File: src/source/fault_detector_pkg.sv
////////////////////////////////////////
// Fault detector shared definitions
// Sizes, bus and stream beats, the register map,
// reset values and the sample decode helpers
////////////////////////////////////////

package fault_detector_pkg;

    // Channel layout of the monitored stream
    localparam int n_channels    = 4;
    localparam int starting_dest = 0;
    localparam int chan_bits     = 2;

    // Field widths
    localparam int dest_bits     = 8;
    localparam int data_bits     = 32;
    localparam int dur_bits      = 8;
    localparam int reg_addr_bits = 3;

    // Reset values leave both windows fully open
    localparam logic signed [data_bits-1:0] reset_low  = {1'b1, {(data_bits-1){1'b0}}};
    localparam logic signed [data_bits-1:0] reset_high = {1'b0, {(data_bits-1){1'b1}}};
    localparam logic [dur_bits-1:0]         reset_duration = dur_bits'(1);

    typedef struct packed {
        logic                        valid;
        logic [dest_bits-1:0]        dest;
        logic signed [data_bits-1:0] data;
    } stream_sample_t;

    typedef struct packed {
        logic                     wr;
        logic                     rd;
        logic [reg_addr_bits-1:0] addr;
        logic [data_bits-1:0]     wdata;
    } reg_req_t;

    typedef struct packed {
        logic                 valid;
        logic [data_bits-1:0] rdata;
    } reg_rsp_t;

    typedef struct packed {
        logic signed [data_bits-1:0] low;
        logic signed [data_bits-1:0] high;
    } window_t;

    typedef struct packed {
        window_t              fast;
        window_t              slow;
        logic [dur_bits-1:0]  duration;
    } fault_cfg_t;

    // Register map, addresses 6 and 7 are unused
    typedef enum logic [reg_addr_bits-1:0] {
        slow_low      = 3'd0,
        slow_high     = 3'd1,
        slow_duration = 3'd2,
        fast_low      = 3'd3,
        fast_high     = 3'd4,
        status        = 3'd5
    } reg_addr_e;

    // One-hot channel of a valid sample, all zero when dest is out of range
    function automatic logic [n_channels-1:0] channel_hit(input stream_sample_t s);
        logic [dest_bits:0]    offset;
        logic [n_channels-1:0] hit;
        // A dest below the first channel wraps into the top half and fails the range test
        offset = {1'b0, s.dest} - (dest_bits + 1)'(starting_dest);
        hit = '0;
        if (s.valid && (offset < (dest_bits + 1)'(n_channels))) begin
            hit[offset[chan_bits-1:0]] = 1'b1;
        end
        return hit;
    endfunction

    // Signed comparison against both edges of a window
    function automatic logic outside_window(input logic signed [data_bits-1:0] d,
                                            input window_t w);
        return (d < w.low) || (d > w.high);
    endfunction

endpackage

File: src/source/fast_fault_checker.sv
////////////////////////////////////////
// Fast fault checker
// Trips a channel on any single sample
// outside the fast window
////////////////////////////////////////
`timescale 1ns/1ps

module fast_fault_checker (
    input  logic                                       clock,
    input  logic                                       rst_n,
    input  fault_detector_pkg::stream_sample_t         sample,
    input  fault_detector_pkg::window_t                window,
    output logic [fault_detector_pkg::n_channels-1:0]  trip
);

    logic [fault_detector_pkg::n_channels-1:0] hit;
    logic                                      miss;
    logic [fault_detector_pkg::n_channels-1:0] trip_next;

    // Channel decode, empty for idle cycles and foreign destinations
    assign hit = fault_detector_pkg::channel_hit(sample);

    // The comparison is shared, only the addressed channel can use it
    assign miss = fault_detector_pkg::outside_window(sample.data, window);

    // Replicate the miss over the one-hot channel select
    assign trip_next = hit & {fault_detector_pkg::n_channels{miss}};

    // Registered so the pulse appears one cycle after the sample
    always_ff @(posedge clock or negedge rst_n) begin
        if (!rst_n) begin
            trip <= '0;
        end else begin
            trip <= trip_next;
        end
    end

endmodule

File: src/source/fault_config_regs.sv
////////////////////////////////////////
// Fault detector register block
// Holds thresholds and trip duration, returns
// stored values and the live status word
////////////////////////////////////////
`timescale 1ns/1ps

module fault_config_regs (
    input  logic                          clock,
    input  logic                          rst_n,
    input  fault_detector_pkg::reg_req_t  reg_req,
    output fault_detector_pkg::reg_rsp_t  reg_rsp,
    input  logic                          fast_any,
    input  logic                          slow_any,
    output fault_detector_pkg::fault_cfg_t cfg
);

    fault_detector_pkg::reg_addr_e       addr;
    logic [fault_detector_pkg::data_bits-1:0] read_mux;
    logic [fault_detector_pkg::data_bits-1:0] status_word;

    // The raw address maps straight onto the register enum
    assign addr = fault_detector_pkg::reg_addr_e'(reg_req.addr);

    // Status carries the fast summary in bit 1 and the slow summary in bit 0
    assign status_word = {{(fault_detector_pkg::data_bits - 2){1'b0}}, fast_any, slow_any};

    // A write strobe updates cfg on the following edge
    always_ff @(posedge clock or negedge rst_n) begin
        if (!rst_n) begin
            cfg.slow.low  <= fault_detector_pkg::reset_low;
            cfg.slow.high <= fault_detector_pkg::reset_high;
            cfg.fast.low  <= fault_detector_pkg::reset_low;
            cfg.fast.high <= fault_detector_pkg::reset_high;
            cfg.duration  <= fault_detector_pkg::reset_duration;
        end else if (reg_req.wr) begin
            case (addr)
                fault_detector_pkg::slow_low: begin
                    cfg.slow.low <= reg_req.wdata;
                end
                fault_detector_pkg::slow_high: begin
                    cfg.slow.high <= reg_req.wdata;
                end
                fault_detector_pkg::slow_duration: begin
                    // Only the low byte of the written word is kept
                    cfg.duration <= reg_req.wdata[fault_detector_pkg::dur_bits-1:0];
                end
                fault_detector_pkg::fast_low: begin
                    cfg.fast.low <= reg_req.wdata;
                end
                fault_detector_pkg::fast_high: begin
                    cfg.fast.high <= reg_req.wdata;
                end
                default: begin
                    // Status is read only and 6 or 7 hold nothing
                end
            endcase
        end
    end

    // Read multiplexer over the register map
    always_comb begin
        case (addr)
            fault_detector_pkg::slow_low:      read_mux = cfg.slow.low;
            fault_detector_pkg::slow_high:     read_mux = cfg.slow.high;
            fault_detector_pkg::slow_duration: begin
                read_mux = {{(fault_detector_pkg::data_bits - fault_detector_pkg::dur_bits){1'b0}},
                            cfg.duration};
            end
            fault_detector_pkg::fast_low:      read_mux = cfg.fast.low;
            fault_detector_pkg::fast_high:     read_mux = cfg.fast.high;
            fault_detector_pkg::status:        read_mux = status_word;
            default:                           read_mux = '0;
        endcase
    end

    // The response follows the read request by one cycle and carries its data
    always_ff @(posedge clock or negedge rst_n) begin
        if (!rst_n) begin
            reg_rsp.valid <= 1'b0;
            reg_rsp.rdata <= '0;
        end else begin
            reg_rsp.valid <= reg_req.rd;
            if (reg_req.rd) begin
                reg_rsp.rdata <= read_mux;
            end
        end
    end

endmodule

File: src/source/fault_detector_core.sv
////////////////////////////////////////
// Fault detector core
// Runs fast and slow checkers on the stream and
// keeps sticky per-channel fault flags
////////////////////////////////////////
`timescale 1ns/1ps

module fault_detector_core (
    input  logic                                clock,
    input  logic                                rst_n,
    input  fault_detector_pkg::stream_sample_t  sample,
    input  fault_detector_pkg::fault_cfg_t      cfg,
    input  logic                                clear_fault,
    output logic                                fault,
    output logic                                fast_any,
    output logic                                slow_any
);

    logic [fault_detector_pkg::n_channels-1:0] fast_trip;
    logic [fault_detector_pkg::n_channels-1:0] slow_trip;
    logic [fault_detector_pkg::n_channels-1:0] fast_flags;
    logic [fault_detector_pkg::n_channels-1:0] slow_flags;

    // Both checkers look at the same beat in the same cycle
    fast_fault_checker fast_checker (
        .clock  (clock),
        .rst_n  (rst_n),
        .sample (sample),
        .window (cfg.fast),
        .trip   (fast_trip)
    );

    slow_fault_checker slow_checker (
        .clock    (clock),
        .rst_n    (rst_n),
        .sample   (sample),
        .window   (cfg.slow),
        .duration (cfg.duration),
        .trip     (slow_trip)
    );

    // Clear empties the flags first, a trip in the same cycle then sets them again
    always_ff @(posedge clock or negedge rst_n) begin
        if (!rst_n) begin
            fast_flags <= '0;
            slow_flags <= '0;
        end else begin
            fast_flags <= (clear_fault ? '0 : fast_flags) | fast_trip;
            slow_flags <= (clear_fault ? '0 : slow_flags) | slow_trip;
        end
    end

    // Summary outputs are plain reductions of the flags
    assign fast_any = |fast_flags;
    assign slow_any = |slow_flags;
    assign fault    = fast_any | slow_any;

endmodule

File: src/source/slow_fault_checker.sv
////////////////////////////////////////
// Slow fault checker
// Counts consecutive out-of-window samples per
// channel and trips once the duration is reached
////////////////////////////////////////
`timescale 1ns/1ps

module slow_fault_checker (
    input  logic                                       clock,
    input  logic                                       rst_n,
    input  fault_detector_pkg::stream_sample_t         sample,
    input  fault_detector_pkg::window_t                window,
    input  logic [fault_detector_pkg::dur_bits-1:0]    duration,
    output logic [fault_detector_pkg::n_channels-1:0]  trip
);

    logic [fault_detector_pkg::n_channels-1:0] hit;
    logic                                      miss;
    logic [fault_detector_pkg::dur_bits-1:0]   limit;
    logic [fault_detector_pkg::dur_bits-1:0]   count      [fault_detector_pkg::n_channels];
    logic [fault_detector_pkg::dur_bits-1:0]   count_next [fault_detector_pkg::n_channels];
    logic [fault_detector_pkg::n_channels-1:0] trip_next;

    assign hit  = fault_detector_pkg::channel_hit(sample);
    assign miss = fault_detector_pkg::outside_window(sample.data, window);

    // A programmed duration of zero behaves like one
    assign limit = (duration == '0) ? fault_detector_pkg::dur_bits'(1) : duration;

    // Only the addressed channel moves, the others keep their count
    always_comb begin
        for (int i = 0; i < fault_detector_pkg::n_channels; i++) begin
            count_next[i] = count[i];
            trip_next[i]  = 1'b0;
            if (hit[i]) begin
                if (miss) begin
                    // Saturate at the counter maximum instead of wrapping
                    if (count[i] != '1) begin
                        count_next[i] = count[i] + 1'b1;
                    end
                    // Every miss at or past the limit gives another pulse
                    trip_next[i] = (count_next[i] >= limit);
                end else begin
                    // An in-window sample breaks the run
                    count_next[i] = '0;
                end
            end
        end
    end

    always_ff @(posedge clock or negedge rst_n) begin
        if (!rst_n) begin
            for (int i = 0; i < fault_detector_pkg::n_channels; i++) begin
                count[i] <= '0;
            end
            trip <= '0;
        end else begin
            for (int i = 0; i < fault_detector_pkg::n_channels; i++) begin
                count[i] <= count_next[i];
            end
            trip <= trip_next;
        end
    end

endmodule

File: src/source/stream_fault_detector.sv
////////////////////////////////////////
// Stream fault detector top level
// Register block plus the detection core
////////////////////////////////////////
`timescale 1ns/1ps

module stream_fault_detector (
    input  logic                                clock,
    input  logic                                rst_n,
    input  fault_detector_pkg::stream_sample_t  sample,
    input  fault_detector_pkg::reg_req_t        reg_req,
    output fault_detector_pkg::reg_rsp_t        reg_rsp,
    input  logic                                clear_fault,
    output logic                                fault
);

    // Configuration toward the core
    fault_detector_pkg::fault_cfg_t cfg;

    // Summaries returned for the status word
    logic fast_any;
    logic slow_any;

    fault_config_regs regs (
        .clock    (clock),
        .rst_n    (rst_n),
        .reg_req  (reg_req),
        .reg_rsp  (reg_rsp),
        .fast_any (fast_any),
        .slow_any (slow_any),
        .cfg      (cfg)
    );

    fault_detector_core core (
        .clock       (clock),
        .rst_n       (rst_n),
        .sample      (sample),
        .cfg         (cfg),
        .clear_fault (clear_fault),
        .fault       (fault),
        .fast_any    (fast_any),
        .slow_any    (slow_any)
    );

endmodule

File: config.mk
export PLATFORM = sky130hd
export DESIGN_NAME = stream_fault_detector
export DESIGN_NICKNAME = d
export VERILOG_FILES = /design/src/source/fault_detector_pkg.sv /design/src/source/fast_fault_checker.sv /design/src/source/fault_config_regs.sv /design/src/source/fault_detector_core.sv /design/src/source/slow_fault_checker.sv /design/src/source/stream_fault_detector.sv
export SDC_FILE = /design/constraint.sdc
export NUM_CORES = 1
export LEC_CHECK = 0
export ABC_AREA = 0
export BUFFER_PORTS_ARGS = -buffer_cell sky130_fd_sc_hd__buf_2
export CAP_MARGIN = 20
export CELL_PAD_IN_SITES_DETAIL_PLACEMENT = 1
export CELL_PAD_IN_SITES_GLOBAL_PLACEMENT = 2
export CORE_UTILIZATION = 40
export DETAILED_ROUTE_END_ITERATION = 12
export GPL_ROUTABILITY_DRIVEN = 1
export HOLD_SLACK_MARGIN = 0.05
export PLACE_DENSITY_LB_ADDON = 0.1
export REMOVE_ABC_BUFFERS = 1
export SLEW_MARGIN = 20
export SYNTH_ARGS = -nofsm -noshare
export SYNTH_HDL_FRONTEND = slang
export SYNTH_HIERARCHICAL = 1
export SYNTH_SLANG_ARGS = --single-unit
File: constraint.sdc
create_clock -name clock -period 2.8 [get_ports clock]
set_input_delay 0.14 -clock clock [delete_from_list [all_inputs] [get_ports clock]]
set_output_delay 0.14 -clock clock [all_outputs]
set_load 0.02 [all_outputs]
==> reports/qor.txt <==
EDFF count, synth -> 0
vias in the first global route -> 11704
max cap viols -> 0
Die ar. -> 35300 um^2
fin cells -> 1997
Arr. time, crit path -> 3.22 ns
area grow syn2layout -> 22.8%
CP cell instances -> inv_2, ha_4, a21o_1, a221o_1, a221oi_4, o2111ai_2, a21o_1, a21oi_4, buf_6, clkbuf_16, o31ai_1
CTS tree -> yes
Final Hold Fails -> 0
initial antenna violation count -> 0
RSZ-0062 raised after global routing -> yes
Reg clk slew, reported paths -> 0.06 ns
DP Area -> 15000 um^2
Reg2Reg Depth -> 11
Ys Warns -> 6
DR pass1 iterations -> 5
sequential share of the synthesized area -> 39.9%
first-pass GRT wire length -> 66700 um
Antenna Nets Post-Route -> 0
PortBufs -> 114
worst vdd ir -> 0.466 mV
clock root cell -> clkbuf_16
CTS sink count -> 217
H-tree depth -> 1
Worst Max-Slew Pin Slew -> 1.18 ns
DRT iter0 DRCs -> 489
TritonCTS buffer count -> 28
outcome -> complete, but fails checks
commonest non-fill, non-tap cell in the layout -> inv_1
Nets -> 1771
Die Span Y -> 188 um
cell family with most CP delay -> compound AO/OA/AOI/OAI gates
async set-reset flop share out of synthesis -> 100%
fin crit share -> 101%
fraction of layout cells with a size suffix above 1 -> 29.0%
maximum clock path buffer count -> 3
placed cells -> 1889
via count -> 11093
Design Area, Final -> 17000 um^2
Crit. End Element -> flop
Main synth FF type -> dfrtp_1
worst reg2reg path startpoint -> regs/cfg[13]$_DFFE_PN1P_
CP Launch Type -> flop
min cycle time layout -> 2.82 ns
# diodes -> 0
Crit-path slowest cell -> dfstp_2
Leak Pwr -> 8.12 nW
final worst setup slack -> -0.0197 ns
largest net degree at the start of global routing -> 77
Starting Density -> 40.9%
Die Span X -> 188 um
highest net fanout along the worst path -> 5
GR Util All Layers -> 24.4%
setup violators final -> 7
most frequent cells in the layout -> inv_1 (170), ha_1 (158), dfrtp_1 (151)
worst clock skew -> 0.0135 ns
core area -> 33800 um^2
Min Hold Slack -> 0.153 ns
Critical Path Most Common Cell -> a21o_1
PD cells -> 666 nW/um^2
CP max stage delay -> 0.55 ns
Yosys reg bits -> 217
setup TNS -> -0.0831 ns
WL per Instance -> 22.0 um
Final Slew Violations -> 0
failing checks -> setup timing
WP buf/inv -> 3
num rows -> 67
# DRC -> 0
Vias/cell -> 5.55
Overflow after GRT -> 0
RR Endpoint -> core/slow_checker/count[31]$_DFFE_PN0P_
synthesized cell area -> 13800 um^2
Hold Crit Class -> primary input to asynchronous set/reset pin
CP required -> 3.20 ns
Avg Cell Area, Syn -> 10.3 um^2
# IOs -> 115
GPL Wtd Cong -> 0.836
relative slew slack -> 21.4%
Distinct cells, synth -> 72
Crit Path Class -> flop to flop
Clock Latency Late Sink -> 0.55 ns
Achievable Freq -> 355 MHz
Detailed Route WL -> 44000 um
dpl hpwl -> 30200 um
Post-Syn Instances -> 1341
flop2flop setup slack -> -0.02 ns
-- routing by layer --
layer  GRT usage, %  wire [um]  vias up
met2           41.4      21000      211
met4           4.72        780        0
met5              0          0        -
li1               -          -     5212
met3           3.35       1840       50
met1           33.1      20400     5620
-- sequential cells by signal, indices dropped and copies added, names as in the netlist --
signal,cells
core/slow_flags,4
core/slow_checker/trip,4
regs/reg_rsp,33
core/fast_checker/trip,4
core/fast_flags,4
core/slow_checker/count,32
regs/cfg,136
-- how the worst max path moves through the flow --
stage | from | endpoint | slack, ns | cells past startpoint
final | regs/cfg[13]$_DFFE_PN1P_ | core/slow_checker/count[31]$_DFFE_PN0P_ | -0.02 | 11
after global routing | regs/cfg[34]$_DFFE_PN1P_ | core/slow_checker/count[31]$_DFFE_PN0P_ | -0.08 | 13
after CTS | regs/cfg[13]$_DFFE_PN1P_ | core/slow_checker/count[20]$_DFFE_PN0P_ | -0.04 | 11
after detailed placement | regs/cfg[13]$_DFFE_PN1P_ | core/slow_checker/count[15]$_DFFE_PN0P_ | -0.18 | 10
after global placement | regs/cfg[13]$_DFFE_PN1P_ | core/slow_checker/count[31]$_DFFE_PN0P_ | -0.04 | 10
after floorplan | regs/cfg[13]$_DFFE_PN1P_ | core/slow_checker/count[10]$_DFFE_PN0P_ | 0.09 | 9
-- final cells by class --
| class | count | area (um^2) |
|---|---|---|
| Clock buffer | 40 | 827 |
| Multi-Input combinational cell | 905 | 7760 |
| Inverter | 172 | 646 |
| Tap cell | 448 | 561 |
| Fill cell | 3716 | 16800 |
| Clock inverter | 11 | 139 |
| Timing Repair Buffer | 204 | 1510 |
| Sequential cell | 217 | 5510 |
-- synth_stat cells, types with 3 or more instances --
library cell    n  share of area [%]
o211ai_1       13               0.71
buf_4          11               0.60
nand3_1        34                1.2
o221ai_1       13               0.82
nor2_2          3               0.14
a21oi_1        65                2.4
xnor2_1         9               0.57
nand2_1        93                2.5
and2_1          3               0.14
a221oi_1        4               0.25
mux2_1         37                3.0
mux2_2         99                8.1
nor2b_1        12               0.54
nor3_1          7               0.25
o22ai_1        11               0.50
a221o_1         3               0.22
a211oi_1        8               0.43
nor4_1          5               0.23
a31oi_1         5               0.23
inv_1         172                4.7
clkbuf_1       11               0.30
a22oi_1        34                1.8
buf_6           3               0.24
nand4_1        22                1.0
dfstp_2        65                 12
and3_1         16               0.72
a21o_1         17               0.92
ha_1          162                 15
o21ai_0        46                1.7
nor2_1         29               0.79
nand2b_1       21               0.95
buf_1           5               0.14
o21a_1         16               0.87
mux2i_1        42                3.0
o221a_2         5               0.41
buf_2          17               0.62
o31ai_1        26                1.4
o21ai_1         6               0.22
dfrtp_1       152                 28
-- power by group --
group,internal (W),total (W),switching (W)
Clock,0.00232,0.00374,0.00142
Sequential,0.00380,0.00421,0.000415
Combinational,0.00151,0.00333,0.00182
Total,0.00763,0.0113,0.00366
-- worst reg2reg max path: stages, from the launching register on --
cell	delay [ns]
dfstp_2	0.55
inv_2	0.05
ha_4	0.21
a21o_1	0.15
a221o_1	0.38
a221oi_4	0.37
o2111ai_2	0.17
a21o_1	0.20
a21oi_4	0.18
buf_6	0.18
clkbuf_16	0.17
o31ai_1	0.08
-- timing repair --
item / 4_1_cts / 5_1_grt
setup buffers: 3 / 5
hold buffers: 42 / 0
pin swaps: 5 / 22
resized for setup: 5 / 63
setup endpoints to repair: 36 / 40
cloned: 1 / 6
endpoints found under the hold margin: 220 / 0
-- cell families after synthesis --
family	synth area share (%)
buffers and inverters	6.57
and+or+nand+nor	9.71
DFF	39.9
muxes	14.1
xor gates and xnor gates	0.634
adders and majority gates	14.7
AOI/OAI and AO/OA	14.4
-- through the flow --
| stage | setup WS [ns] | util, % | total power [W] |
|---|---|---|---|
| final | -0.0197 | 50.2 | 0.0113 |
| after global routing | -0.0779 | 50.2 | 0.0119 |
| after CTS | -0.0354 | 48.7 | 0.0111 |
| after detailed placement | -0.178 | 44.4 | 0.00711 |
| after global placement | -0.0438 | 44.4 | 0.00701 |
| after floorplan | 0.0894 | - | 0.00593 |
No activity file was read; power rests on OpenSTA's default activity.
